<file path="src/verilog/cpu_pkg.sv">
package cpu_pkg;

  // Datapath widths
  localparam int XLEN       = 64;
  localparam int INSTR_W    = 32;
  localparam int REG_ADDR_W = 5;
  localparam int NUM_REGS   = 32;

  localparam logic [REG_ADDR_W-1:0] ZERO_REG = 5'd31; // XZR, reads as zero

  localparam logic [XLEN-1:0] PC_STEP          = 64'd4;
  localparam logic [XLEN-1:0] DEFAULT_RESET_PC = 64'd0;

  // R-format opcodes, instr[31:21]
  localparam logic [10:0] OPC_ADD  = 11'b10001011000;
  localparam logic [10:0] OPC_SUB  = 11'b11001011000;
  localparam logic [10:0] OPC_AND  = 11'b10001010000;
  localparam logic [10:0] OPC_ORR  = 11'b10101010000;
  localparam logic [10:0] OPC_EOR  = 11'b11001010000;

  // D-format opcodes, instr[31:21]
  localparam logic [10:0] OPC_LDUR = 11'b11111000010;
  localparam logic [10:0] OPC_STUR = 11'b11111000000;

  // I-format opcodes, instr[31:22]
  localparam logic [9:0]  OPC_ADDI = 10'b1001000100;
  localparam logic [9:0]  OPC_SUBI = 10'b1101000100;
  localparam logic [9:0]  OPC_ANDI = 10'b1001001000;
  localparam logic [9:0]  OPC_ORRI = 10'b1011001000;
  localparam logic [9:0]  OPC_EORI = 10'b1101001000;

  // ALU operation carried from decode to execute
  typedef enum logic [2:0] {
    ALU_ADD = 3'd0, // Also used for address generation
    ALU_SUB = 3'd1,
    ALU_AND = 3'd2,
    ALU_ORR = 3'd3,
    ALU_EOR = 3'd4
  } alu_op_e;

endpackage

</file>
<file path="src/verilog/fetch_stage.sv">
`timescale 1ns/1ps

module fetch_stage #(
  parameter logic [cpu_pkg::XLEN-1:0] RESET_PC = cpu_pkg::DEFAULT_RESET_PC
) (
  input  logic                         CLOCK,
  input  logic                         rst_n,
  input  logic                         stall,
  input  logic [cpu_pkg::INSTR_W-1:0]  instr,
  output logic [cpu_pkg::XLEN-1:0]     pc,
  output logic [cpu_pkg::INSTR_W-1:0]  id_instr,
  output logic                         id_valid
);

  always_ff @(posedge CLOCK) begin
    if (!rst_n) begin
      pc <= RESET_PC;
    end else if (!stall) begin
      pc <= pc + cpu_pkg::PC_STEP; // Straight-line fetch only
    end
  end

  // IF/ID control
  always_ff @(posedge CLOCK) begin
    if (!rst_n) begin
      id_valid <= 1'b0;
    end else if (!stall) begin
      id_valid <= 1'b1;
    end
  end

  always_ff @(posedge CLOCK) begin
    if (!stall) begin
      id_instr <= instr; // Held while decode repeats
    end
  end

  // A load-use hold must really freeze fetch for that cycle
  a_pc_hold: assert property (@(posedge CLOCK) disable iff (!rst_n)
    stall |=> $stable(pc));

endmodule

</file>
<file path="config.mk">
export PLATFORM = sky130hd
export DESIGN_NAME = fetch_stage
export DESIGN_NICKNAME = d
export VERILOG_FILES = /design/src/verilog/cpu_pkg.sv /design/src/verilog/fetch_stage.sv
export SDC_FILE = /design/constraint.sdc
export NUM_CORES = 1
export LEC_CHECK = 0
export BUFFER_PORTS_ARGS = -buffer_cell sky130_fd_sc_hd__buf_2
export CAP_MARGIN = 40
export CORE_UTILIZATION = 45
export CTS_CLUSTER_SIZE = 20
export DETAILED_ROUTE_END_ITERATION = 16
export PLACE_DENSITY = 0.77
export SLEW_MARGIN = 5
export SYNTH_ARGS = -nofsm -noshare
export SYNTH_HDL_FRONTEND = slang
export SYNTH_SLANG_ARGS = --single-unit
</file>
<file path="constraint.sdc">
create_clock -name CLOCK -period 1.84 [get_ports CLOCK]
set_clock_uncertainty 0.1 [all_clocks]
set_input_delay 0.092 -clock CLOCK [delete_from_list [all_inputs] [get_ports CLOCK]]
set_output_delay 0.092 -clock CLOCK [all_outputs]
set_load 0.02 [all_outputs]
</file>
=== After elaboration in Yosys (flattened, before gate mapping) ===
Index checks and enable logic that the tools add are counted.

* Add/subtract/negate cells: 1

{| class="wikitable"
|+ Operators with widths
! cell !! count
|-
| adder 64 x 3 -> 64 bit, second input constant || 1
|}

* Input bits: 35
* Word-level logic and storage cells: 4
* Output and inout port bits: 97
* Register bits: 97

=== Longest topological paths before layout ===
Gate-level depths: netlist of run 1.

* Depth after elaboration: 1
* Gate-level depth with buffers: 7
* Gate-level depth less buffers: 6

=== Least setup slack after synthesis of run 1 ===
OpenSTA, ideal clock, no wires.

* Path kind: register to register
* Start point: reg pc[2] in the netlist's numbering
* End point: reg pc[62] in the netlist's numbering
* Path slack: -314 ps
* Required time: 1669 ps
* Period minus slack after synthesis: 2154 ps
* Arrival time: 1984 ps
* Buffers on the path: 0
* Setup time: 71 ps
* Stages on the path, launching flop included: 7
* Cells stage by stage: dfxtp_1 > ha_1 > nand2_1 > nor4_4 > nand4_2 > or4_1 > a21oi_1

* Cells in the longest elaborated chain, start to end: 1

{| class="wikitable"
|+ Ends and longest elaborated chain
! element !! RTL line !! source
|-
| start, declared || fetch_stage.sv:10 || <nowiki>output logic [cpu_pkg::XLEN-1:0] pc,</nowiki>
|-
| start signal, assigned || fetch_stage.sv:19 || <nowiki>pc <= pc + cpu_pkg::PC_STEP;</nowiki>
|-
| adder 64 x 3 -> 64 bit || fetch_stage.sv:19 ||
|}

Every way passes these cells.
A chain may end at the register's enable or synchronous reset.

=== Final worst setup path of run 1 ===
* Start point: reg pc[11] in the netlist's numbering
* End point: reg pc[23] in the netlist's numbering

The elaborated chain is that of the path after synthesis.

==> results of run 1 <==
==> synthesized netlist by cell type (2+ instances only) <==
master	n	area (um2)
dfxtp_1	63	1261
nor2_1	48	180.2
edfxtp_1	32	960.9
a21oi_1	24	120.1
nand3_1	24	120.1
nand4_1	23	143.9
xor2_1	23	201.4
nand2_1	20	75.07
or3_1	18	112.6
o21ai_0	17	85.08
xnor2_1	14	122.6
clkbuf_1	9	33.78
nor4_1	9	56.30
and2_1	6	37.54
and3_1	6	37.54
inv_1	6	22.52
nor3_1	6	30.03
or4_1	6	45.04
and4_1	4	35.03
nand4b_1	4	35.03
o31ai_1	4	30.03
nand4_2	3	37.54
buf_4	2	15.01
nor2b_1	2	12.51
nor4_2	2	25.02
==> where the power goes <==
group | internal, uW | leakage, uW | total [uW] | switching (uW)
combinational | 143 | 0.00187 | 329 | 186
sequential | 2210 | 0.000843 | 2230 | 20.2
clock | 648 | 0.0000973 | 1440 | 795
==> layout make-up <==
| type | instances | area (um2) |
|---|---|---|
| flip-flops and latches | 95 | 2303 |
| fillers | 558 | 2052 |
| multi-input cells | 276 | 1982 |
| repair buffers | 249 | 1683 |
| well taps | 105 | 131.4 |
| clock buffers | 9 | 123.9 |
| clock inverters | 7 | 80.08 |
| inverters | 7 | 26.28 |
==> placed cells by master (no fill, tap or decap), types with 2 or more instances in the layout <==
cell type	count
a21oi_1	19
a21oi_2	5
and2_1	5
and3_1	6
and4_1	4
buf_2	129
buf_4	75
buf_6	11
clkbuf_8	9
clkinvlp_4	2
conb_1	2
dfxtp_1	28
dfxtp_2	20
dfxtp_4	15
dlygate4sd3_1	33
edfxtp_1	32
inv_1	6
inv_8	2
nand2_1	19
nand3_1	19
nand3_2	5
nand4_1	23
nand4_4	2
nand4b_1	4
nor2_1	45
nor2_2	3
nor3_2	4
nor3_4	2
nor4_4	11
o21ai_0	16
o31ai_1	4
or3_1	14
or3_4	4
or4_1	2
or4_4	4
xnor2_1	14
xor2_1	23
==> worst paths after layout <==
path / startpoint / endpoint / cells after the start
min: stall / pc[5]$_SDFFE_PN0N_ / 4
min reg2reg: id_valid$_SDFFE_PN0N_ / id_valid$_SDFFE_PN0N_ / 1
max reg2reg: pc[11]$_SDFFE_PN0N_ / pc[23]$_SDFFE_PN0N_ / 5
max: pc[11]$_SDFFE_PN0N_ / pc[23]$_SDFFE_PN0N_ / 5
==> kinds of logic (layout without fill, tap and decap cells) <==
kind of cell,after synthesis,after routing,share of synthesized area (%)
buffers and inverters,20,272,2.292
other,1,2,0.09410
AO/OA/AOI/OAI,49,49,6.751
XOR/XNOR,37,37,8.132
AND/OR/NAND/NOR,186,186,26.41
adder cells (fa/ha/maj),1,1,0.3139
flip-flops,95,95,55.76
multiplexers,1,1,0.2512
==> timing repair <==
| item | in CTS | in global routing |
|---|---|---|
| buffers inserted | 8 | 8 |
| endpoints found under the setup margin | 23 | 41 |
| hold buffers | 33 | 0 |
| hold endpoints to repair | 34 | 0 |
| gates resized for setup | 18 | 38 |
| pin swaps | 7 | 30 |
==> through the flow <==
step,power [uW],instances
after floorplan,2431,391
after global placement,2539,685
after detailed placement,2551,685
after CTS,4005,742
after global routing,4121,748
final,4006,748
==> flip-flops by register name, summed over array words and instances, names as in the netlist <==
| register | cells |
|---|---|
| id_valid | 1 |
| pc | 62 |
| id_instr | 32 |
==> routing by layer <==
layer,vias up,wire length [um]
met1,1958,4805
met5,-,0
met4,0,239
li1,1918,-
met2,129,6556
met3,24,535
==> worst max-delay path: stages, from the launching register on <==
cell and delay (ns):
dfxtp_4 0.39, nand4_4 0.19, buf_6 0.20, or4_4 0.52, or3_4 0.40, a21oi_2 0.14
==> summary.md, run 1 <==
The run finished, with violations left. The checks that failed: hold timing, setup timing. For the setup slack on the worst flop-to-flop path, the log shows -0.16 ns. Counting every sink on the clock net gives 95. Global routing used 46.81% of the available met2 tracks. The average footprint of a synthesized cell is 10.22 um2, and the global-route usage over all layers is 25.75%. STA puts the critical path data required time at 2.04 ns. For this run, the post-layout net count is 674. The run gives -0.1639 ns as the final setup slack of the worst path. The tools report the peak ir drop on the vdd network as 0.0004253 V. The buffer cell driving the clock tree root is clkbuf_8. For this run, asynchronously set or reset flops after synthesis account for 0%. Routability-driven placement finished with a final weighted congestion of 0.8237. The ratio of final minimum period to clock period is 108.9%. Summing all non-filler instances in the final layout gives an area of 6330 um2.

The run gives 7.870 mm as the half-perimeter wire length after placement. The number of warnings issued by yosys was 0; the number of buffers created by CTS was 9. The power density over the cells is 632.9 nW/um2. Setup repair after global routing could not meet its margin everywhere. Minimum clock period: 2.004 ns. The register bit count reported by yosys is 95.

In the final layout, the share of cells above drive strength 1 is 48.99%. The signed area change from the synthesized netlist to the final layout was 58.84%; the count of unresolved DRC violations after routing was 0. The number of antenna diodes in the final layout is 0.

The clock passes through at most 2 buffers. The clock tree synthesis step divided the H-tree into 3 levels. For this run the aggregate overflow at the end of global routing stands at 0. The run gives 1 as the count of endpoints failing hold in the final timing report. The path class of the tightest hold or removal check is in2reg. The number of enable-type register cells in the synthesized netlist is 32, and the post-placement setup slack is -0.1032 ns.

Summing every instance area after synthesis gives 3985 um2. The mean routed wirelength per cell came out at 16.22 um. The logs give 0.36 ns for the clock insertion delay at the later pin of the skew report and 390 for the count of mapped cells out of synthesis.

The tools report the number of slew-limit violations in the final report as 0. In the global route stage, met1 resource usage came out at 30.45%. Once the floorplan was initialized, standard cells occupied 47.54% of the core. The first detailed-routing pass took 4 iterations.

Entering global routing, the biggest net connects 34 pins. The initial antenna violation count was 0. The layer flagged by global routing as most heavily used is met2.

The final layout contains routed wiring with a total length of 12.14 mm. After synthesis, the netlist uses 40 different library cells. During placement, the flow inserted port buffers numbering 129. STA classifies the critical path startpoint as a flop. The tools report the remaining antenna violation count as 0. The total area inside the core boundary comes to 8382 um2. In this run the worst path has a maximum fanout of 5. For met3 alone, demand over resource in global routing was 3.555%.

The run gives 4029 as the total number of vias. For the total number of placement rows, the log shows 33. Among all flip-flop cells after synthesis, the most frequent one is dfxtp_1.

The run gives 75.52% as the final standard cell utilization of the core. The die is 96.11 um tall. The die covers 9236 um2.

The vias per cell was 5.386. 132 I/O pins were placed. The tools report the leakage dissipation as 0.002810 uW. TritonCTS built the clock tree. Setup violations remaining at the end of the flow were counted as 14.

After routing, the total negative slack on setup checks comes to -1.019 ns. STA classifies the critical path endpoint as a flop. The die is 96.11 um wide.

After clock tree synthesis, the clock-pin slew on the worst setup and hold paths is 0.10 ns. The logs give 2.20 ns for the signal arrival time at the worst endpoint and 0.4990 GHz for the maximum clock frequency. Summing all placed instances gives a cell area of 5434 um2.

The run gives 55.76% as the fraction of the yosys area taken by sequential cells. The run gives -0.006938 ns as the final hold slack. The number of global-route vias before repair is 3799. The wire length of the first global-routing pass was 18.09 mm.

By startpoint and endpoint, the worst setup path is classified as reg2reg. The max-cap violation count came out at 0. Number of DRC violations after detailed-routing iteration 0: 198.
(Power assumes the default switching activity.)
==> run 2: changes to the inputs <==
==> constraint.sdc (replaced) <==
create_clock -name CLOCK -period 1.84 [get_ports CLOCK]
set_clock_uncertainty 0.1 [all_clocks]
set_input_delay 0.092 -clock CLOCK [delete_from_list [all_inputs] [get_ports CLOCK]]
set_output_delay 0.092 -clock CLOCK [all_outputs]
set_load 0.01 [all_outputs]
==> run 2 against run 1 <==
Net effect:
- the flow finishes with violations (setup timing)
- first-iteration DRC count up 5.6%
- die area did not move
- routed wire length grew 8.6%
- sequential power about the same
- maximum frequency shrank 0.35%
- utilization grew 0.96 points
- register-to-register slack about the same
- global-route usage is 0.27 points lower
==> summary.md, run 2 (same netlist as run 1, synthesis figures left out) <==
The run gives 43 (+26%) as the pin count of the biggest net entering global routing. The kind of cell with the highest combined delay along the critical path is simple AND/OR/NAND/NOR gates. Largest register by flop count: pc.

The net switching component of the power is 931.3 uW (-7.0%). Leaving out fill and tap cells, the most frequent cells in the layout are 129 x buf_2, 87 x buf_4, 45 x nor2_1. From synthesis to final layout, the design area changed by 60.85%. The run gives 7.0% (-1.2 points) as the logic gate share of total power.

The run gives 4235 (+5.1%) as the total number of vias. Most frequent standard cell in the layout excluding fill and tap cells: buf_2. The largest registers in the layout are pc: 62 flops, id_instr: 32 flops, id_valid: 1 flops.

The logs give 0 (unchanged) for the max-cap violation count and 17.97 mm (-0.69%) for the wire length of the first global-routing pass. Delay of the slowest critical-path stage: 0.42 ns (-0.10 ns). The logs give -0.17 ns (about the same) for the setup slack on the worst flop-to-flop path and 0.4973 GHz (-0.35%) for the maximum clock frequency. The routing layer with the top usage in global route was met2. For the total number of placement rows, the log shows 33 (unchanged). For the area of the core region, the log shows 8382 um2 (unchanged). The clock network fraction of design power was 36.1% (about the same); the flip-flop count of the largest register after layout was 62 (unchanged).

The global-route usage over all layers came out at 25.48% (-0.27 points). The chip height came out at 96.11 um (unchanged). The ratio of final minimum period to clock period came out at 109.3% (+0.39 points).

The die area is 9236 um2 (unchanged), and the highest fanout seen on the critical path is 10 (+5). The tools report the weighted congestion reported at the end of routability-driven placement as 0.8142 (-1.2%). The flow ran to the end, but the final reports show violations. The logs give 3882 (+2.2%) for the number of global-route vias before repair and 0.02216 ns (+0.02910 ns) for the final hold slack. The tools report the number of slew-limit violations in the final report as 0 (unchanged). The run gives 30.46% (about the same) as the met1 demand-to-capacity share in global routing. The critical path in this run is classified as reg2reg.

The share of post-route cells with drive strength above 1 was 47.26% (-1.7 points); the leakage dissipation was 0.002899 uW (+3.2%). The worst reg2reg path depth is 6 (+1). The tools report the hold path startpoint as stall. For the peak ir drop on the vdd network, the log shows 0.0003553 V (-16%). The tools report the number of buffers created by CTS as 9 (unchanged). In this run the critical register-to-register path is captured at pc[39]$_SDFFE_PN0N_. The final standard cell utilization of the core is 76.47% (+0.96 points), and the initial antenna violation count is 0 (unchanged).

Number of buffers on the longest clock path: 2 (unchanged). The signal on the critical path passes through nand4_4 > nor4_4 > nand4_1 > buf_6 > or3_1 > a21oi_1. For the count of unresolved DRC violations after routing, the log shows 0 (unchanged). The worst hold path terminates at pc[3]$_SDFFE_PN0N_. Setup repair after global routing could not meet its margin everywhere. The vias per cell is 5.565 (+3.3%).

The sequential group share of total power is 56.9% (+1.1 points). The final routed wirelength across all metal layers is 13.18 mm (+8.6%), and the remaining antenna violation count is 0 (unchanged). The quantity of I/O buffers inserted on ports came out at 129 (unchanged).

The checks that failed: setup timing. The tools report the met3 demand-to-capacity share in global routing as 4.976% (+1.4 points). The number of DRC violations after detailed-routing iteration 0 came out at 209 (+5.6%). The clock insertion delay at the later pin of the skew report was 0.37 ns (about the same). The minimum clock period is 2.011 ns (+0.007121 ns).

The overall die width was 96.11 um (unchanged); the count of endpoints failing hold in the final timing report was 0 (-1). The switching power as a share of total power is 23.59% (-1.4 points). Buffer cell driving the clock tree root: clkbuf_8. The effective utilization at floorplan was 47.54% (unchanged); the number of top-level pins was 132 (unchanged). STA classifies the critical path startpoint as a flop. The signal arrival time at the worst endpoint is 2.21 ns (about the same). The number of nets in the layout was 687 (+1.9%). The internal power was 3016 uW (+0.35%). The type of the tightest min-delay check is in2reg.

The number of diodes is 0 (unchanged), and the number of sinks driven by the clock tree is 95 (unchanged). The data required time at the worst endpoint came out at 2.04 ns (about the same). Slowest stage cell on the critical path: dfxtp_4. STA classifies the critical path endpoint as a flop. The startpoint identified for the worst register-to-register timing path is pc[13]$_SDFFE_PN0N_. The number of buffer and inverter instances along the worst setup path works out to 1 (unchanged). The clock-pin slew reported for the worst setup and hold paths after clock tree synthesis is 0.10 ns (about the same).

The total power consumption of the routed design is 3947 uW (-1.5%), and the final setup slack of the worst path is -0.1710 ns (-0.007121 ns). Met2 global-route usage: 45.04% (-1.8 points). The final setup violation count was 34 (+20); the maximum level of the CTS H-tree was 3 (unchanged). The half-perimeter wire length after placement is 7.651 mm (-2.8%), and the cell depth of the worst hold path is 4 (unchanged). TritonCTS built the clock tree.

The power density over the cells is 615.8 nW/um2 (-2.7%), and the mean routed wirelength per cell is 17.32 um (+6.7%). The number of iterations in the first detailed-routing pass was 6 (+2). The run gives 0 (unchanged) as the remaining global-route overflow.
[run 2: cell types whose count changed in the layout (fill, tap and decap cells not counted), moves of 4 or more]
cell and change:
dfxtp_1 +13, buf_4 +12, dfxtp_4 -9, dfxtp_2 -4
[run 2: layer usage]
| metal | wire length, um | vias to the layer above |
|---|---|---|
| met2 | 6832 | 206 |
| li1 | - | 1959 |
| met3 | 945 | 34 |
| met5 | 0 | - |
| met1 | 5074 | 2036 |
| met4 | 327 | 0 |
[run 2: power groups by stage]
| stage | clock network (uW) | registers, uW | logic (uW) |
|---|---|---|---|
| CTS | 1450 | 2250 | 267 |
| floorplan | 0 | 2330 | 49.4 |
| global route | 1540 | 2250 | 299 |
| finish | 1430 | 2250 | 274 |
| detailed placement | 0 | 2300 | 205 |
| global placement | 0 | 2290 | 201 |
[run 2: worst max-delay path by stage]
stage                     slack [ns]                  end  cells past startpoint                start
after floorplan                -0.09  pc[62]$_SDFFE_PN0N_                      5   pc[5]$_SDFFE_PN0N_
after global placement         -0.06  pc[47]$_SDFFE_PN0N_                      6   pc[5]$_SDFFE_PN0N_
after detailed placement       -0.14  pc[49]$_SDFFE_PN0N_                      6   pc[5]$_SDFFE_PN0N_
after CTS                      -0.13  pc[58]$_SDFFE_PN0N_                      6   pc[3]$_SDFFE_PN0N_
after global routing           -0.25  pc[37]$_SDFFE_PN0N_                      8  pc[26]$_SDFFE_PN0N_
final                          -0.17  pc[39]$_SDFFE_PN0N_                      6  pc[13]$_SDFFE_PN0N_
[run 2: worst min-delay path: cells and delay by family]
family,cells,cell delay (ns)
AND/OR/NAND/NOR,1,0.07
multiplexers,1,0.07
buffers and inverters,2,0.23
[run 2: cell type report]
cell class              count  area, um2
multi-input cells         277       2014
clock buffers              10      127.6
fillers                   552       1972
repair buffers            261       1773
flip-flops and latches     95       2265
inverters                   7      26.28
well taps                 105      131.4
clock inverters             6      72.57
[run 2: through the flow]
stage | TNS, ns | setup slack (ns) | std cells | cell area, um2
after global routing | -6.048 | -0.2470 | 761 | 6410
after CTS | -1.159 | -0.1272 | 746 | 6100
after detailed placement | -1.399 | -0.1400 | 687 | 5359
after floorplan | -0.2199 | -0.09419 | 391 | 4074
after global placement | -0.3973 | -0.05619 | 687 | 5359
final | -2.645 | -0.1710 | 761 | 6410
[run 2: repair_timing]
action	4_1_cts	5_1_grt
endpoints found under the setup margin	26	39
hold endpoints to repair	33	0
setup buffers	10	18
gates cloned	1	0
resized for setup	24	40
pin swaps	17	34
hold buffers	33	0
==> run 3: changes to the inputs <==
--- a/config.mk
+++ b/config.mk
@@ -7,7 +7,9 @@
 export LEC_CHECK = 0
 export BUFFER_PORTS_ARGS = -buffer_cell sky130_fd_sc_hd__buf_2
 export CAP_MARGIN = 40
-export CORE_UTILIZATION = 45
+export CELL_PAD_IN_SITES_DETAIL_PLACEMENT = 0
+export CELL_PAD_IN_SITES_GLOBAL_PLACEMENT = 1
+export CORE_UTILIZATION = 34
 export CTS_CLUSTER_SIZE = 20
 export DETAILED_ROUTE_END_ITERATION = 16
 export PLACE_DENSITY = 0.77
==> run 3 against run 2 <==
Net effect:
- the flow still finishes with violations (setup timing)
- non-clock buffer count grew 10
- utilization shrank 19 points
- via count shrank 6.6%
- clock-buffer cell count shrank 1
- cell count grew 6.2%
- largest cell class unchanged
- sequential cell count is the same
- largest power group unchanged
- register-to-register slack gained 0.08 ns
- worst setup slack gained 0.085 ns
- clock power grew 34%
==> summary.md, run 3 (same netlist as run 1, synthesis figures left out) <==
The mean routed wirelength per cell was 14.88 um (-14%); the final hold slack was 0.05727 ns (+0.03511 ns). The ratio of final minimum period to clock period was 104.7% (-4.6 points); the final setup slack of the worst path was -0.08605 ns (+0.08495 ns). The run gives 3957 (-6.6%) as the total number of vias. The tools report the final setup violation count as 14 (-59%).

The logs give 132 (unchanged) for the number of top-level pins and 808 (+6.2%) for the final cell count without fillers. The run gives 8.325 mm (+8.8%) as the half-perimeter wire length after placement. The pin count of the biggest net entering global routing came out at 34 (-21%).

The largest registers in the layout are pc: 62 flops, id_instr: 32 flops, id_valid: 1 flops. STA classifies the critical path startpoint as a flop. The run gives 4 (-2) as the number of iterations in the first detailed-routing pass.

The logs give 3801 (-2.1%) for the number of global-route vias before repair and 0.35 ns (-0.02 ns) for the clock insertion delay at the later pin of the skew report. The logs give -0.09 ns (+0.08 ns) for the setup slack on the worst flop-to-flop path and -0.7612 ns (+1.884 ns) for the accumulated negative setup slack. The remaining global-route overflow was 0 (unchanged).

The highest fanout seen on the critical path is 5 (-5), and the number of buffers on the longest clock path is 2 (unchanged). The top cell types in the final layout, fill and taps aside, are 129 x buf_2, 98 x buf_4, 47 x nor2_1. For the pin with the worst max-slew slack, the measured transition is 0.5439 ns. The vias per cell is 4.897 (-12%). The global-route usage over all layers is 19.97% (-5.5 points). The share of post-route cells with drive strength above 1 is 49.32% (+2.1 points), and the number of slew-limit violations in the final report is 0 (unchanged). The effective utilization at floorplan is 34.90% (-13 points), and the initial antenna violation count is 0 (unchanged). The number of buffers created by CTS was 9 (unchanged). The overall die width is 110.3 um (+15%).

The flow ran to the end, but the final reports show violations. The number of sinks driven by the clock tree is 95 (unchanged), and the maximum clock frequency is 0.5192 GHz (+4.4%). Final routed wirelength across all metal layers: 12.02 mm (-8.8%).

The chip height is 110.3 um (+15%). The endpoint identified for the worst register-to-register timing path is pc[58]$_SDFFE_PN0N_. The data required time at the worst endpoint is 2.01 ns (-0.03 ns), and the flip-flop count of the largest register after layout is 62 (unchanged). Ranked by flip-flop count, first place goes to pc. The worst reg2reg path depth came out at 8 (+2). The leakage dissipation was 0.002864 uW (-1.2%); the clock-pin slew reported for the worst setup and hold paths after clock tree synthesis was 0.07 ns (-0.03 ns). By startpoint and endpoint, the worst setup path is classified as reg2reg. The wire length of the first global-routing pass is 18.61 mm (+3.6%).

The cell count after placement was 743 (+8.2%). The peak ir drop on the vdd network was 0.0003994 V (+12%); the signal arrival time at the worst endpoint was 2.10 ns (-0.11 ns). The startpoint identified for the worst register-to-register timing path is pc[37]$_SDFFE_PN0N_. Number of nets in the layout: 696 (+1.3%). The run gives 0 (unchanged) as the number of diodes. The weighted congestion reported at the end of routability-driven placement was 0.7851 (-3.6%). The critical path starts at pc[37]$_SDFFE_PN0N_. Remaining antenna violation count: 0 (unchanged).

The type of the tightest min-delay check was in2reg. The count of endpoints failing hold in the final timing report is 0 (unchanged), and the total number of placement rows is 39 (+18%). The path with the worst hold slack has its endpoint at pc[2]$_SDFFE_PN0N_. The relative max-transition margin was 63.69%; the quantity of I/O buffers inserted on ports was 129 (unchanged). The minimum clock period is 1.926 ns (-0.08495 ns), and the final standard cell utilization of the core is 57.53% (-19 points). Setup repair after global routing could not meet its margin everywhere. The cell depth of the worst hold path works out to 4 (unchanged). The tools report the critical path capture point type as a flop.

The area of the core region was 11420 um2 (+36%). The signed area change from the synthesized netlist to the final layout works out to 64.84%. The number of DRC violations after detailed-routing iteration 0 came out at 229 (+9.6%). The worst hold path begins at stall. The count of unresolved DRC violations after routing came out at 0 (unchanged). The checks that failed: setup timing. TritonCTS built the clock tree. The max-cap violation count is 0 (unchanged).

The library cell used most frequently in the layout, excluding fill and tap cells, is buf_2. The power density over the cells was 673.1 nW/um2 (+9.3%). CTS placed an instance of clkbuf_16 at the clock tree root.

Maximum level of the CTS H-tree: 3 (unchanged). The die area is 12160 um2 (+32%).
[run 3: metal layers]
layer	wire length, um	GRT usage [%]	vias up
li1	-	-	1961
met1	5396	25.89	1885
met2	5906	34.03	92
met3	477	2.293	19
met4	240	7.613	0
met5	0	0	-
[run 3: critical path, stage by stage, from the launching register on]
cell,delay (ns)
dfxtp_2,0.33
nand4_1,0.20
buf_4,0.21
nor4_4,0.12
buf_4,0.18
nand4_1,0.10
buf_4,0.17
or3_1,0.31
a21oi_1,0.14
[run 3: through the flow]
step | area, um2 | setup WS (ns) | total power [uW]
final | 6569 | -0.08605 | 4422
after global routing | 6569 | -0.2089 | 4577
after CTS | 6281 | -0.06562 | 4463
after detailed placement | 5542 | -0.1323 | 2505
after global placement | 5542 | -0.1101 | 2499
after floorplan | 4074 | -0.09419 | 2384
[run 3: how the worst max path moves through the flow]
| stage | endpoint | slack, ns | depth (start not counted) |
|---|---|---|---|
| 2_1_floorplan | pc[62]$_SDFFE_PN0N_ | -0.09 | 5 |
| 3_3_place_gp | pc[60]$_SDFFE_PN0N_ | -0.11 | 6 |
| 3_5_place_dp | pc[58]$_SDFFE_PN0N_ | -0.13 | 6 |
| 4_1_cts | pc[50]$_SDFFE_PN0N_ | -0.07 | 6 |
| 5_1_grt | pc[46]$_SDFFE_PN0N_ | -0.21 | 6 |
| 6_report | pc[58]$_SDFFE_PN0N_ | -0.09 | 8 |
[run 3: power by group]
group	internal [uW]	leakage, uW	switching (uW)
logic	139	0.00188	129
clock network	1070	0.000151	840
registers	2220	0.000838	20.2
total	3430	0.00286	990
[run 3: repair_timing]
item / in CTS / in global routing
endpoints found under the hold margin: 33 / 0
resized for setup: 14 / 53
buffers inserted: 5 / 11
endpoints found under the setup margin: 16 / 40
pin swaps: 8 / 18
hold buffers: 33 / 0
[run 3: area by class of cell]
| class | count | area (um2) |
|---|---|---|
| repair buffers | 271 | 1844 |
| multi-input cells | 276 | 1939 |
| fillers | 997 | 4850 |
| flip-flops and latches | 95 | 2280 |
| inverters | 7 | 26.28 |
| clock buffers | 9 | 225.2 |
| clock inverters | 7 | 75.07 |
| well taps | 143 | 178.9 |
