==> src/verilog/cpu_pkg.sv <==
package cpu_pkg;

  // Datapath widths
  localparam int XLEN       = 64;
  localparam int INSTR_W    = 32;
  localparam int REG_ADDR_W = 5;
  localparam int NUM_REGS   = 32;

  localparam logic [REG_ADDR_W-1:0] ZERO_REG = 5'd31; // XZR, reads as zero

  localparam logic [XLEN-1:0] PC_STEP          = 64'd4;
  localparam logic [XLEN-1:0] DEFAULT_RESET_PC = 64'd0;

  // R-format opcodes, instr[31:21]
  localparam logic [10:0] OPC_ADD  = 11'b10001011000;
  localparam logic [10:0] OPC_SUB  = 11'b11001011000;
  localparam logic [10:0] OPC_AND  = 11'b10001010000;
  localparam logic [10:0] OPC_ORR  = 11'b10101010000;
  localparam logic [10:0] OPC_EOR  = 11'b11001010000;

  // D-format opcodes, instr[31:21]
  localparam logic [10:0] OPC_LDUR = 11'b11111000010;
  localparam logic [10:0] OPC_STUR = 11'b11111000000;

  // I-format opcodes, instr[31:22]
  localparam logic [9:0]  OPC_ADDI = 10'b1001000100;
  localparam logic [9:0]  OPC_SUBI = 10'b1101000100;
  localparam logic [9:0]  OPC_ANDI = 10'b1001001000;
  localparam logic [9:0]  OPC_ORRI = 10'b1011001000;
  localparam logic [9:0]  OPC_EORI = 10'b1101001000;

  // ALU operation carried from decode to execute
  typedef enum logic [2:0] {
    ALU_ADD = 3'd0, // Also used for address generation
    ALU_SUB = 3'd1,
    ALU_AND = 3'd2,
    ALU_ORR = 3'd3,
    ALU_EOR = 3'd4
  } alu_op_e;

endpackage

==> src/verilog/alu.sv <==
`timescale 1ns/1ps

module alu (
  input  logic [cpu_pkg::XLEN-1:0]  a,
  input  logic [cpu_pkg::XLEN-1:0]  b,
  input  cpu_pkg::alu_op_e          op,
  output logic [cpu_pkg::XLEN-1:0]  result
);

  always_comb begin
    case (op)
      cpu_pkg::ALU_ADD: result = a + b;
      cpu_pkg::ALU_SUB: result = a - b;
      cpu_pkg::ALU_AND: result = a & b;
      cpu_pkg::ALU_ORR: result = a | b;
      cpu_pkg::ALU_EOR: result = a ^ b;
      default:          result = '0; // Unused encodings
    endcase
  end

endmodule

==> src/verilog/execute_stage.sv <==
`timescale 1ns/1ps

module execute_stage (
  input  logic                            CLOCK,
  input  logic                            rst_n,
  input  logic                            ex_valid,
  input  cpu_pkg::alu_op_e                ex_alu_op,
  input  logic                            ex_use_imm,
  input  logic                            ex_mem_read,
  input  logic                            ex_mem_write,
  input  logic                            ex_reg_write,
  input  logic                            ex_mem_to_reg,
  input  logic [cpu_pkg::REG_ADDR_W-1:0]  ex_rs1,
  input  logic [cpu_pkg::REG_ADDR_W-1:0]  ex_rs2,
  input  logic [cpu_pkg::REG_ADDR_W-1:0]  ex_rd,
  input  logic [cpu_pkg::XLEN-1:0]        ex_op_a,
  input  logic [cpu_pkg::XLEN-1:0]        ex_op_b,
  input  logic [cpu_pkg::XLEN-1:0]        ex_imm,
  input  logic                            wb_we,
  input  logic [cpu_pkg::REG_ADDR_W-1:0]  wb_rd,
  input  logic [cpu_pkg::XLEN-1:0]        wb_data,
  output logic [cpu_pkg::XLEN-1:0]        mem_addr,
  output logic [cpu_pkg::XLEN-1:0]        mem_wdata,
  output logic                            mem_read,
  output logic                            mem_write,
  output logic                            mem_reg_write,
  output logic                            mem_to_reg,
  output logic [cpu_pkg::REG_ADDR_W-1:0]  mem_rd
);

  logic [cpu_pkg::XLEN-1:0] fwd_a;
  logic [cpu_pkg::XLEN-1:0] fwd_b;
  logic [cpu_pkg::XLEN-1:0] alu_b;
  logic [cpu_pkg::XLEN-1:0] alu_result;

  // Producer writes a real register that this operand reads
  function automatic logic fwd_hit(
    input logic                           we,
    input logic [cpu_pkg::REG_ADDR_W-1:0] rd,
    input logic [cpu_pkg::REG_ADDR_W-1:0] src
  );
    return we && (rd != cpu_pkg::ZERO_REG) && (rd == src);
  endfunction

  // Youngest producer wins
  assign fwd_a = fwd_hit(mem_reg_write, mem_rd, ex_rs1) ? mem_addr :
                 fwd_hit(wb_we, wb_rd, ex_rs1)           ? wb_data  : ex_op_a;
  assign fwd_b = fwd_hit(mem_reg_write, mem_rd, ex_rs2) ? mem_addr :
                 fwd_hit(wb_we, wb_rd, ex_rs2)           ? wb_data  : ex_op_b;

  assign alu_b = ex_use_imm ? ex_imm : fwd_b;

  alu u_alu (
    .a(fwd_a),
    .b(alu_b),
    .op(ex_alu_op),
    .result(alu_result)
  );

  // EX/MEM control
  always_ff @(posedge CLOCK) begin
    if (!rst_n) begin
      mem_read      <= 1'b0;
      mem_write     <= 1'b0;
      mem_reg_write <= 1'b0;
      mem_to_reg    <= 1'b0;
    end else begin
      mem_read      <= ex_valid && ex_mem_read;
      mem_write     <= ex_valid && ex_mem_write;
      mem_reg_write <= ex_valid && ex_reg_write;
      mem_to_reg    <= ex_valid && ex_mem_to_reg;
    end
  end

  // EX/MEM payload
  always_ff @(posedge CLOCK) begin
    mem_addr  <= alu_result; // Also the ALU result for writeback
    mem_wdata <= fwd_b;      // Store data after forwarding
    mem_rd    <= ex_rd;
  end

  a_one_mem_op: assert property (@(posedge CLOCK) disable iff (!rst_n)
    !(mem_read && mem_write));

endmodule

==> config.mk <==
export PLATFORM = sky130hd
export DESIGN_NAME = execute_stage
export DESIGN_NICKNAME = d
export VERILOG_FILES = /design/src/verilog/cpu_pkg.sv /design/src/verilog/alu.sv /design/src/verilog/execute_stage.sv
export SDC_FILE = /design/constraint.sdc
export NUM_CORES = 1
export LEC_CHECK = 0
export BUFFER_PORTS_ARGS = -buffer_cell sky130_fd_sc_hd__buf_4
export CORE_ASPECT_RATIO = 1.5
export CORE_MARGIN = 2
export CORE_UTILIZATION = 55
export DETAILED_ROUTE_END_ITERATION = 6
export HOLD_SLACK_MARGIN = 0.15
export PLACE_DENSITY = 0.82
export SLEW_MARGIN = 15
export SYNTH_ARGS = -nofsm -noshare
export SYNTH_HDL_FRONTEND = slang
export SYNTH_HIERARCHICAL = 1
export SYNTH_SLANG_ARGS = --single-unit
==> constraint.sdc <==
create_clock -name CLOCK -period 7.85 [get_ports CLOCK]
set_clock_uncertainty 0.2 [all_clocks]
set_input_delay 1.1775 -clock CLOCK [delete_from_list [all_inputs] [get_ports CLOCK]]
set_output_delay 1.1775 -clock CLOCK [all_outputs]
set_load 0.02 [all_outputs]
Word level (Yosys, flattened, before mapping)
Cells that the tools add are included. Widths: inputs -> output; s select.

Reductions and logical operators: 11. Mux-type cells: 6. Bitwise operators: 3. Add/sub/neg operators: 2. Equality and inequality tests: 10.

Operator list (number): $mux 64 (5); $pmux 64 s5 (1); $add 64x64->64 (1); $and 64x64->64 (1); $or 64x64->64 (1); $sub 64x64->64 (1); $xor 64x64->64 (1); $eq 5x5->1 (4); $logic_and 1x1->1 (10); $ne 5x5->1 const B (2); $eq 3x2->1 const B (2); $eq 3x1->1 const B (1); $eq 3x3->1 const B (1); $logic_not 3->1 (1).

Output and inout port bits: 137. Register bits: 137.

Longest topological paths before layout
Gate-level depths: netlist of the first run.

Depth in word-level cells: 8. Gate-level depth with buffers: 28. Gate-level depth less buffers: 25.

Cells and area by module
The synthesis of the first run kept the hierarchy.

Modules (own cells, without submodules): alu (times used 1, area an instance 8737.1 um^2, cells each 1321); execute_stage (times used 1, area an instance 7444.6 um^2, cells each 822).

Worst setup path after synthesis of the first run
Ideal clock, no wire load.

Kind: in2reg. Start point: input port ex_rs2[4] in the netlist's numbering. End point: register mem_addr[57] in the netlist's numbering. Setup slack: 1.088 ns. Library setup time: 0.130 ns. Required time: 7.520 ns. Buffers on the path: 3. Cell stages on the path: 27. Data arrival time: 6.432 ns. Cell sequence: xor2_1 > nor3_2 > nand3_1 > buf_4 > buf_2 > nor3_1 > a221oi_2 > or4_4 > nor3_1 > and2b_1 > and4_2 > and3_1 > nand2_1 > o21ai_0 > xnor2_1 > ha_1 > clkbuf_1 > a21oi_1 > o21ai_1 > a21oi_1 > nor2b_1 > a2111oi_0 > nor3_1 > or2_2 > a21oi_1 > xor2_1 > o21ai_0.

Cells in the longest elaborated chain, start to end: 7.

RTL lines: start, declared (RTL line execute_stage.sv:14) `input logic [cpu_pkg::REG_ADDR_W-1:0] ex_rs2,`; $eq 5x5->1 (RTL line execute_stage.sv:42) `return we && (rd != cpu_pkg::ZERO_REG) && (rd == src);`; $logic_and 1x1->1 (RTL line execute_stage.sv:42); $mux 64 (RTL line execute_stage.sv:49) `fwd_hit(wb_we, wb_rd, ex_rs2) ? wb_data : ex_op_b;`; $mux 64 * (RTL line execute_stage.sv:48) `assign fwd_b = fwd_hit(mem_reg_write, mem_rd, ex_rs2) ? mem_addr :`; $mux 64 * (RTL line execute_stage.sv:51) `assign alu_b = ex_use_imm ? ex_imm : fwd_b;`; net alu_b, one bit (RTL line execute_stage.sv:33) `logic [cpu_pkg::XLEN-1:0] alu_b;`; $sub 64x64->64 / $add 64x64->64 (equally long branches) (RTL line alu.sv:13, alu.sv:12); $pmux 64 s5 * (RTL line alu.sv:11) `case (op)`; net alu_result, one bit (RTL line execute_stage.sv:34) `logic [cpu_pkg::XLEN-1:0] alu_result;`; end signal, assigned (RTL line execute_stage.sv:77) `mem_addr <= alu_result;`; end, declared (RTL line execute_stage.sv:22) `output logic [cpu_pkg::XLEN-1:0] mem_addr,`.

Mark *: on every way through the listed nets, which the timed path passes. The rest lies on a longest branch. A chain may end at the register's enable or synchronous reset.

Worst setup path after layout of the first run
Start point: input port ex_rs2[0] in the netlist's numbering. End point: register mem_addr[57] in the netlist's numbering.

The elaborated chain is that of the path after synthesis.

==> metrics list, run 1 <==
- The run finished with clean final reports.
- Broken down by cell family, the worst path's largest delay share belongs to simple AND/OR/NAND/NOR gates.
- The max-slew violation total from the final report is 0.
- In this run the deepest clock path goes through 2 buffers.
* Primary flip-flop cell chosen by synthesis mapping: dfxtp_1
- Based on the critical path, the design can be clocked at up to 140 MHz.
- In this run the worst setup path terminates at mem_addr[57].
- Finished Layout Cells: 2891
* Number of ports placed on the die boundary: 425
* Max Cap Viol: 0
* Post-synthesis cell count: 2143
* Min cycle time layout: 7.15 ns
- The congestion estimate from routability-driven global placement came to 0.988.
- Synthesized-area fraction occupied by ao, oa, aoi and oai cells: 26.6%
- The region available for standard cell placement spans 0.0288 sq mm.
- DR vias: between 15000 and 20000
- Netlist area before placement: 0.0162 sq mm
* Startpoint types: input port
- The most numerous cell type found on the critical path is buf_4.
- Clock H-tree levels: 4
- Number of core rows: 76
- Leaving out fill and tap cells, the most frequent cell in the layout is buf_4.
- Crit path largest cell delay: 0.48 ns
- Share of synthesized area occupied by flip-flops and latches: about 17%
* Async SR Flop Fraction: 0%
* Master cell of the clock root buffer: clkbuf_16
* Post-CTS Repair Setup Buffers: 0
- OpenSTA, run right after detailed placement, puts the worst setup slack at 0.357 ns.
- Final period util: 91.0%
- Adder-cell share of the synthesized area: 15.0%
* Wire length reported by the detailed router: 58100 um
- The count of nets left with antenna violations once routing finished came out at 0.
- The average instance in the mapped netlist occupies 7.55 sq um.
- For the pin with the worst max-slew slack, the measured transition is 1.01 ns.
* Number of flops mapped to enable cells by yosys: 0
- Pin count of the biggest net entering global routing: 96
- After detailed routing, the number of vias per cell comes to 5.99.
- The pre-antenna-repair detailed-routing pass consisted of 5 iterations.
- In the post-route analysis, the smallest setup slack over all paths is roughly 0.70 ns.
- Setup violations remaining at the end of the flow were counted as 0.
* Clk_lat worst skew: between 0.4 and 0.5 ns
* Critical Path Fanout Max: 21
- The first global-routing pass estimated 90000 um of wire.
- Worst r2r src: mem_rd[4]
- Worst Hold Class: register to register
- Die outline width: 144 um
- Mux share of post-synthesis cell area: 7.98%
* Met1 Wirelength: 20800 um
* Post-route DRC violation count: 0
* Regs by FF count: mem_addr x64, mem_wdata x64, mem_rd x5
- Cell count after placement: 2859
- Setup total negative slack on the finished layout was measured at 0 ns.
- Counting both buffers and inverters, the worst setup path holds a total of 4.
* Combinational family with the most area after synthesis: compound AO/OA/AOI/OAI gates
- Wire length on met2: 31200 um
* Gr ovfl total: 0
- Critical Path RT: between 7 and 8 ns
* Antenna diodes: 0
- The worst setup path is captured at a register.
- After routing the design area is approximately 0.020 sq mm.
* Vias in the first global route: 17500
- Summing all placed instances gives a cell area of 0.0194 sq mm.
- Unrepaired setup endpoints after global routing: no
- Final nets: 2969
- The die covers 0.0308 sq mm.
- The synthesized netlist devotes 16.4% of its cell area to simple gates.
* Launch instance of the worst min-delay path: mem_addr[48]
* Worst vdd ir: roughly 160 uV
- Commonest cells after routing, fill and taps aside: buf_4, inv_1, a21oi_1
- Number of storage elements in the synthesis netlist: between 100 and 150
* Clock tree from TritonCTS: done
- Slack of the worst reg-to-reg path: 1.25 ns
- The most critical setup path has its startpoint at ex_rs2[0].
- In this run the tightest slew margin relative to its limit is approximately a third.
* I/O Buffers: 424
- Post-detailed-route wirelength per cell: 20.1 um
- Initial Utilization: 56.2%
- The netlist uses 69 different library cells.
* Number of filler instances in the final layout: 2482
* Syn_nets: 2624
- In this run, the number of DRC markers left after iteration 0 of detailed routing was 1065.
- The wire-length estimate of the detail-placed layout is 46200 um.
- The slowest stage of the critical path belongs to the cell or3_4.
- The endpoint identified for the worst register-to-register timing path is mem_addr[57].
- Dividing total power by cell area gives a power density of 161 mW/mm^2.
- Once layout is complete, the utilization of the core stands at 69.7%.
* Total number of yosys warnings: 6
- The initial antenna violation count came to 1.
- Summed over all cells, the static leakage comes to around 0.0097 uW.
- Of the total synthesized cell area, the portion taken by XOR and XNOR cells is 7.52%.
- Highest routed layer: met5
* CTS Hold Buffers Added: 0
* Sum of met3 wire segment lengths after detailed routing: around 2700 um
- The critical path runs through a total of 26 cells.
* Classification of the worst setup path: input port to register
* Chip Height: around 210 um
* Clock transition at the registers of the reported paths: 0.06 ns
- From synthesis to final layout, the design area changed by 24.0%.
* Sinks on Clock Net: 137
* Total global-route track usage: 36.7%
- Buffers inserted during clock tree synthesis total 17.
- Data arrival, critical path: between 7 and 8 ns
- Gates resized during post-CTS repair numbered 0.
* Worst Reg2Reg Path Length in Cells: 25
- Fraction of final layout cells sized beyond drive strength 1: 23.4%
- Number of hold violations in the final report: 0
-- stage by stage --
stage | power [uW] | hold slack (ns)
2_1_floorplan | 1780 | 0.381
3_3_place_gp | 2310 | 0.299
3_5_place_dp | 2320 | 0.306
4_1_cts | 3230 | 0.317
5_1_grt | 3400 | 0.338
6_report | 3240 | 0.314
-- cells by family (layout without fill, tap and decap cells) --
| logic type | after synthesis | count (layout) |
|---|---|---|
| flip-flops | 137 | 137 |
| AO/OA/AOI/OAI | 627 | 627 |
| XOR/XNOR | 139 | 139 |
| adder cells (fa/ha/maj) | 193 | 193 |
| AND/OR/NAND/NOR | 571 | 571 |
| buffers and inverters | 347 | 705 |
| multiplexers | 129 | 129 |
-- Yosys cell counts, types with 4 or more instances --
cell type  instances  share of area, %
a211oi_1          43               2.0
nand2_1          164               3.8
a31oi_1           26               1.0
nor4_1            10              0.39
a221oi_1           6              0.32
clkbuf_1          97               2.3
o41ai_1            6              0.32
buf_12            12               1.5
inv_1            206               4.8
a221oi_2          61               5.7
and2_1             4              0.15
mux2i_1          129               8.0
buf_2             18              0.56
a21o_1            28               1.3
a41oi_1            6              0.32
or3_1              4              0.15
dfxtp_1          137                17
xnor2_1           94               5.1
nand4_1           18              0.70
and4_1             5              0.27
o31ai_1           16              0.74
o21ai_0           95               2.9
o21ai_1           65               2.0
nor2b_1            8              0.31
nand2b_1          13              0.50
xor2_1            45               2.4
ha_1             192                15
o211ai_1           7              0.32
and3_1            13              0.50
o21bai_1          13              0.60
o21a_1             7              0.32
a21oi_1          205               6.3
nand3_1           39               1.2
nor3_1            87               2.7
nor2_1           183               4.2
o22ai_1            7              0.27
o221ai_1          18              0.97
or2_2              5              0.19
buf_1              7              0.16
-- worst register-to-register path, delay by kind of cell, from the launching register on --
family	cells	cell delay, ns
simple gates	11	3.02
compound gates	8	1.60
buf+inv	2	0.53
flops	1	0.43
xor+xnor	3	0.41
fa+ha+maj	1	0.26
-- worst min path at each step --
stage	end	cells past startpoint
2_1_floorplan	mem_wdata[0]	2
3_3_place_gp	mem_wdata[51]	2
3_5_place_dp	mem_wdata[59]	2
4_1_cts	mem_wdata[59]	2
5_1_grt	mem_wdata[24]	2
6_report	mem_wdata[48]	2
-- metal layers --
| layer | track usage, % | up-vias |
|---|---|---|
| met5 | 0 | - |
| met4 | 21.3 | 2 |
| met3 | 5.56 | 204 |
| met2 | 68.7 | 674 |
| met1 | 37.7 | 8147 |
| li1 | - | 8278 |
-- area by class of cell --
cell class / instances / area [sq um] / area share, %
clock buffer: 22 / 464 / 2.31
clock inverter: 10 / 168 / 0.835
inverter: 207 / 777 / 3.87
multi-input combinational: 1659 / 11900 / 59.4
sequential: 137 / 2740 / 13.7
tap: 390 / 488 / 2.43
timing repair buffer: 466 / 3510 / 17.5
-- power by group --
group | leakage (uW) | switching (uW) | internal [uW]
registers | 0.00115 | 81.0 | 780
clock network | 0.000304 | 352 | 550
logic | 0.00822 | 868 | 609
Power figures use the tool's default switching activity.
==> run 2: changes to the inputs <==
Settings changed: CELL_PAD_IN_SITES_DETAIL_PLACEMENT from default to 1, CELL_PAD_IN_SITES_GLOBAL_PLACEMENT from default to 2, CORE_UTILIZATION 55 to 31.
==> run 2 against run 1 <==
Compared with the run above: combinational power barely moved; largest power group unchanged; highest routed layer is now met4; die area increased by 75%; critical path depth unchanged; non-clock buffer count increased by 8; global-route usage down 11 points; flip-flop and latch count is the same; count of clock-buffer cells in the layout shrank 5.
==> metrics list, run 2 (synthesized netlist as in run 1, its figures left out) <==
* Number of core rows: 102 (was 76)
* Worst Hold Class: register to register (unchanged)
- Gr ovfl total: 0 (unchanged)
* Clock tree from TritonCTS: done (unchanged)
- Outcome: finished clean (unchanged)
* Finished Layout Cells: 3189 (was 2891)
- The category of the worst setup path launch point is an input port (unchanged).
- The achievable clock frequency was 138 MHz (was 140 MHz).
* Clk_lat worst skew: 0.48 ns (was 0.45 ns)
- The area of the die came to 0.0541 sq mm (was 0.0308 sq mm).
* Classification of the worst setup path: input port to register (unchanged)
- The number of ports placed on the die boundary came to 425 (unchanged).
- The kind of end point of the critical path is a register (unchanged).
- The register share of total power is 27.0% (was 26.6%).
- Buffer and inverter count on the worst path: 3 (was 4)
* Clock transition at the registers of the reported paths: 0.07 ns (was 0.06 ns)
- Max transition margin: 42.9% (was 32.7%)
- The max-slew violation total from the final report is 0 (unchanged).
* Commonest cells after routing, fill and taps aside: buf_4, inv_1, a21oi_1 (unchanged)
- The instance area at placement was 0.0199 sq mm (was 0.0194 sq mm).
- Post-DP HPWL: 55900 um (was 46200 um)
- The net switching component of the power was 1390 uW (was 1300 uW).
- The maximum clock path buffer count is 2 (unchanged).
- P per Cell Area: 156 mW/mm^2 (was 161 mW/mm^2)
* Clock H-tree levels: 4 (unchanged)
- The max capacitance violation total came to 0 (unchanged).
- The starting utilization of the core area is 31.4% (was 56.2%).
- The root buffer cell is clkbuf_16 (unchanged).
* Vias in the first global route: 18600 (was 17500)
- The reported leakage power was 0.00968 uW (was 0.00967 uW).
* Cell count after placement: 3148 (was 2859)
* Post-route DRC violation count: 0 (unchanged)
- The total count of hold-check failures in the final report was 0 (unchanged).
- Regs by FF count: mem_addr x64, mem_wdata x64, mem_rd x5 (unchanged).
* Total global-route track usage: 25.4% (was 36.7%)
- The worst vdd rail ir drop came to 166 uV (was 163 uV).
- The total iterations of the first detailed-routing run came to 5 (unchanged).
- Fraction of final layout cells sized beyond drive strength 1: 23.8% (was 23.4%)
- Chip Height: 284 um (was 214 um)
- Clock buffers created by TritonCTS: 17 (unchanged)
- Area inside the core boundary: 0.0516 sq mm (was 0.0288 sq mm)
- CTS Hold Buffers Added: 0 (unchanged)
- The total chip power came to 3200 uW (was 3240 uW).
- The final period utilization is 92.6% (was 91.0%).
- Starting DRT DRC Count: 644 (was 1065)
- The post-synthesis to final-layout area growth was 26.5% (was 24.0%).
* Crit path largest cell delay: 0.66 ns (was 0.48 ns)
* Antenna violations before repair: 4 (was 1)
- Final Instance Area: 0.0205 sq mm (was 0.0201 sq mm)
- The part of the power in the clock network is 25.9% (was 27.9%).
- The total wirelength of the detailed-routed design is 69300 um (was 58100 um).
* Final RePlAce weighted congestion: 0.879 (was 0.988)
* DR vias: 17000 (was 17300)
- Most common cell after layout, fill and taps aside: buf_4 (unchanged)
- The net count of the finished layout came to 2977 (was 2969).
* Unrepaired setup endpoints after global routing: no (unchanged)
- The actual transition at the worst max-transition pin came to 0.856 ns (was 1.01 ns).
* Critical Path RT: 7.99 ns (was 7.96 ns)
* Die outline width: 191 um (was 144 um)
- The per-cell routed wire length was 21.7 um (was 20.1 um).
- The cell class contributing the biggest share of worst-path delay is simple AND/OR/NAND/NOR gates (unchanged).
- I/O Buffers: 424 (unchanged)
- The number of clock sinks seen by CTS is 137 (unchanged).
* Critical Path Fanout Max: 31 (was 21)
- The number of resized instances in the post-cts repair step is 0 (unchanged).
- The final count of negative-setup-slack endpoints was 0 (unchanged).
- The filler cell count in the final layout was 6374 (was 2482).
* Design internal power: 1810 uW (was 1940 uW)
- Data arrival, critical path: 7.41 ns (was 7.25 ns)
* Max stage delay cell, worst path: or4_4 (was or3_4)
* Combinational Power Share: 47.1% (was 45.6%)
- The vias per cell came to 5.32 (was 5.99).
- The switching part of the total power was 43.4% (was 40.2%).
- The clock period minus final worst setup slack came to 7.27 ns (was 7.15 ns).
- First-pass GRT wire length: 106000 um (was 90000 um)
- The count of nets left with antenna violations after detail routing is 0 (unchanged).
- The largest net degree at the start of global routing came to 112 (was 96).
## run 2: power groups by stage
| stage | combinational (uW) | clock (uW) | sequential [uW] |
|---|---|---|---|
| after floorplan | 826 | 0 | 955 |
| after global placement | 1490 | 0 | 876 |
| after detailed placement | 1510 | 0 | 879 |
| after CTS | 1520 | 850 | 864 |
| after global routing | 1650 | 876 | 875 |
| final | 1510 | 828 | 862 |
## run 2: area by class of cell
type	instances	area [sq um]	share of cell area (%)
timing repair buffer	474	3610	17.6
sequential	137	2740	13.4
antenna	4	10.0	0.0489
inverter	207	777	3.80
clock buffer	17	425	2.08
multi-input combinational	1659	11900	58.2
tap	676	846	4.13
clock inverter	15	135	0.660
## run 2: repair_timing
| action | 4_1_cts | 5_1_grt |
|---|---|---|
| hold endpoints to repair | 0 | 0 |
| buffers inserted | 0 | 5 |
| endpoints found under the setup margin | 0 | 4 |
## run 2: final timing paths
check,startpoint,to,slack [ns],depth (start not counted)
max,ex_rs2[4],mem_addr[63],0.58,26
min reg2reg,mem_addr[9],mem_wdata[9],0.33,2
min,mem_addr[9],mem_wdata[9],0.33,2
max reg2reg,mem_rd[4],mem_addr[63],0.94,25
## run 2: worst min-delay path, cell delays in order, from the launching register on
cell	delay, ns
dfxtp_1	0.34
nor2_1	0.11
a21oi_1	0.04
## run 2: routing by layer
| metal | part of all wire (%) | up-vias | global-route usage [%] |
|---|---|---|---|
| li1 | - | 8297 | - |
| met3 | 2.5 | 103 | 2.81 |
| met4 | 3.3 | 0 | 10.5 |
| met5 | 0 | - | 0 |
| met2 | 58 | 319 | 52.4 |
| met1 | 36 | 8238 | 24.7 |
## run 2: per-stage QoR
step	hold slack (ns)	TNS [ns]	worst slack (ns)	util (%)
2_1_floorplan	0.381	0	1.09	-
5_1_grt	0.349	0	0.117	39.7
3_3_place_gp	0.303	0	0.0259	38.5
3_5_place_dp	0.315	-0.164	-0.0595	38.5
4_1_cts	0.329	0	0.452	39.6
6_report	0.329	0	0.584	39.7
==> run 3: changes to the inputs <==
Settings changed: CORE_UTILIZATION 31 to 30, PLACE_DENSITY 0.82 to 0.81, SYNTH_HIERARCHICAL 1 to default.
==> run 3 against run 2 <==
Compared with the run above: power grew 6.0%; non-clock buffer count is 193 higher; flip-flop and latch count unchanged; die area down 1.9%; area after synthesis fell by 5.1%; critical path type unchanged; clock power down 3.1%; critical path depth rose by 1; global-route usage increased by 3.8 points; largest power group unchanged; routed wire length up 14%; setup slack got worse by 0.27 ns.
==> metrics list, run 3 <==
- The total count of hold-check failures in the final report came to 0 (unchanged).
- Fraction of final layout cells sized beyond drive strength 1: 28.8% (was 23.8%)
- Max transition margin: 24.5% (was 42.9%)
- Final nets: 3075 (was 2977)
- Max Cap Viol: 0 (unchanged)
- The final count of negative-setup-slack endpoints came to 0 (unchanged).
- Count of unique library cells instantiated by Yosys: 76 (was 69)
* Antenna violations before repair: 1 (was 4)
* Measured slew at the worst slew-check pin: 1.13 ns (was 0.856 ns)
* Power consumption: 3390 uW (was 3200 uW)
- The count of flip-flops with a built-in enable after synthesis is 0 (unchanged).
* Initial Utilization: 30.4% (was 31.4%)
* Syn_nets: 2520 (was 2624)
- The x dimension of the die came to 189 um (was 191 um).
- Top-area cell type share of the netlist area: 17.9% (was 16.9%)
* Post-synthesis cell count: 2038 (was 2143)
- Worst vdd ir: 180 uV (was 166 uV)
- The total vias in the final route came to 17700 (was 17000).
- CTS Hold Buffers Added: 0 (unchanged)
* Share of synthesized area occupied by flip-flops and latches: 17.9% (was 16.9%)
* Gr ovfl total: 0 (unchanged)
* I/O Buffers: 424 (unchanged)
* Clock transition at the registers of the reported paths: 0.06 ns (was 0.07 ns)
- The power per cell area is 159 mW/mm^2 (was 156 mW/mm^2).
- The total global routing track utilization is 29.2% (was 25.4%).
- Commonest cells after routing, fill and taps aside: buf_4, ha_1, nand2_1 (was buf_4, inv_1, a21oi_1)
- Type of destination of the critical path: register (unchanged)
- Cell types with the highest counts after synthesis: ha_1, nand2_1, o21ai_0, inv_1, a21oi_1 (was inv_1, a21oi_1, ha_1, nor2_1, nand2_1).
- The count of buffering cells on the critical path with inverters included was 4 (was 3).
- The most area-hungry cell type in the Yosys netlist is dfxtp_1 (unchanged).
- Top-count cell post-synth: ha_1 (was inv_1)
* Most common cell after layout, fill and taps aside: buf_4 (unchanged)
- Top cells by area in the synthesized netlist: dfxtp_1, ha_1, mux2i_1 (unchanged)
- The achievable clock frequency came to 133 MHz (was 138 MHz).
- Classification of the worst setup path: input port to register (unchanged)
* Min cycle time layout: 7.54 ns (was 7.27 ns)
* Number of core rows: 101 (was 102)
- Number of storage elements in the synthesis netlist: 137 (unchanged)
- The count of nets left with antenna violations after detail routing is 0 (unchanged).
* Data arrival, critical path: 7.68 ns (was 7.41 ns)
- Netlist area before placement: 0.0153 sq mm (was 0.0162 sq mm)
* Max stage delay cell, worst path: mux2i_1 (was or4_4)
- Master cell of the clock root buffer: clkbuf_16 (unchanged)
- Starting DRT DRC Count: 736 (was 644)
- Worst Hold Class: register to register (unchanged)
* Most frequent cell on the critical path: o21ai_0
- Total number of yosys warnings: 0 (was 6)
- Final RePlAce weighted congestion: 0.945 (was 0.879)
* Post-DP HPWL: 63900 um (was 55900 um)
- The reported leakage power is 0.00981 uW (was 0.00968 uW).
- The clock insertion delay at the later pin of the skew report came to 0.48 ns (about the same).
- Post-route DRC violation count: 0 (unchanged)
* Critical Path Fanout Max: 29 (was 31)
- Async SR Flop Fraction: 0% (unchanged)
- The per-cell routed wire length was 24.0 um (was 21.7 um).
* Wire length reported by the detailed router: 78700 um (was 69300 um)
- The per-instance average area after synthesis came to 7.53 sq um (was 7.55 sq um).
* Buffers from clock root to sink, at most: 2 (unchanged)
- Outcome: finished clean (unchanged)
- The largest stage delay on the critical path is 0.64 ns (was 0.66 ns).
* Number of ports placed on the die boundary: 425 (unchanged)
* Clock tree from TritonCTS: done (unchanged)
- The die extent in y is 281 um (was 284 um).
* Crit path max-delay family: compound AO/OA/AOI/OAI gates (was simple AND/OR/NAND/NOR gates)
- The area of the die is 0.0530 sq mm (was 0.0541 sq mm).
- The total core area was 0.0505 sq mm (was 0.0516 sq mm).
- The largest net degree at the start of global routing was 65 (was 112).
* Regs by FF count: mem_addr x64, mem_wdata x64, mem_rd x5 (unchanged)
- Startpoint types: input port (unchanged)
- The accumulated negative setup slack came to 0 ns (unchanged).
- Via density: 5.42 (was 5.32)
- Critical Path RT: 7.99 ns (about the same)
- First-pass GRT wire length: 118000 um (was 106000 um)
* Vias in the first global route: 19600 (was 18600)
- The number of clock sinks seen by CTS was 137 (unchanged).
- The max-slew violation total from the final report came to 0 (unchanged).
- Clock H-tree levels: 4 (unchanged)
- Primary flip-flop cell chosen by synthesis mapping: dfxtp_1 (unchanged)
* Final period util: 96.1% (was 92.6%)
- The number of CTS-inserted buffers came to 17 (unchanged).
* Number of iterations in the first detailed-routing pass: 5 (unchanged)
- The post-synthesis to final-layout area growth is 39.2% (was 26.5%).
## run 3: cell types whose count changed in the layout (fill, tap and decap cells not counted), sizes merged, moves of 38 or more
cell,delta
a31oi,+57
a221oi,-63
nand3,+38
o21a,+63
nor2,-76
a21oi,-54
inv,-59
buf,+193
## run 3: final cells by class
| class | instances | area, sq um |
|---|---|---|
| multi-input combinational | 1616 | 11600 |
| sequential | 137 | 2740 |
| fill | 6259 | 29200 |
| clock inverter | 13 | 97.6 |
| tap | 669 | 837 |
| inverter | 154 | 578 |
| antenna | 2 | 5.00 |
| clock buffer | 19 | 443 |
| timing repair buffer | 667 | 5120 |
## run 3: what timing repair did
action                                  in CTS  in global routing
hold endpoints to repair                     0                  0
endpoints found under the setup margin       0                 14
buffers inserted                             0                  7
resized for setup                            0                 21
## run 3: power breakdown
part	total [uW]	internal [uW]	switching (uW)
Clock	802	413	390
Combinational	1730	749	977
Sequential	861	781	79.8
Total	3390	1940	1450
## run 3: path summary, 6_finish.rpt
check | endpoint | from | slack, ns | cells past startpoint
worst max-delay path | mem_addr[63] | wb_rd[3] | 0.31 | 27
worst min-delay path | mem_wdata[59] | mem_addr[59] | 0.33 | 2
worst max register to register | mem_addr[63] | mem_rd[3] | 0.50 | 29
worst min register to register | mem_wdata[59] | mem_addr[59] | 0.33 | 2
## run 3: stage by stage
step | hold WS, ns | cells | area, sq um | setup WS, ns | util (%)
3_3_place_gp | 0.320 | 3236 | 20700 | -0.391 | 41.0
5_1_grt | 0.377 | 3276 | 21400 | -0.0379 | 42.3
4_1_cts | 0.329 | 3268 | 21200 | 0.0425 | 42.0
6_report | 0.331 | 3277 | 21400 | 0.310 | 42.3
2_1_floorplan | 0.382 | 2038 | 15300 | 0.166 | -
3_5_place_dp | 0.317 | 3236 | 20700 | -0.401 | 41.0
## run 3: logic make-up after synthesis
family	count (synthesis)	synth area share, %
buf+inv	285	7.67
xor+xnor	144	8.27
fa+ha+maj	194	15.9
mux	116	7.60
compound gates	654	27.0
flops	137	17.9
simple gates	508	15.7
## run 3: tightest hold or removal path, delay by kind of cell, from the launching register on
kind | cells | cell delay, ns
compound gates | 1 | 0.06
flops | 1 | 0.32
simple gates | 1 | 0.10
## run 3: metal layers
layer	global-route usage, %	up-vias	wire length [um]
met4	12.6	0	2940
met1	30.6	8695	29800
li1	-	8409	-
met2	57.6	514	42700
met3	3.75	129	3200
met5	0	-	0
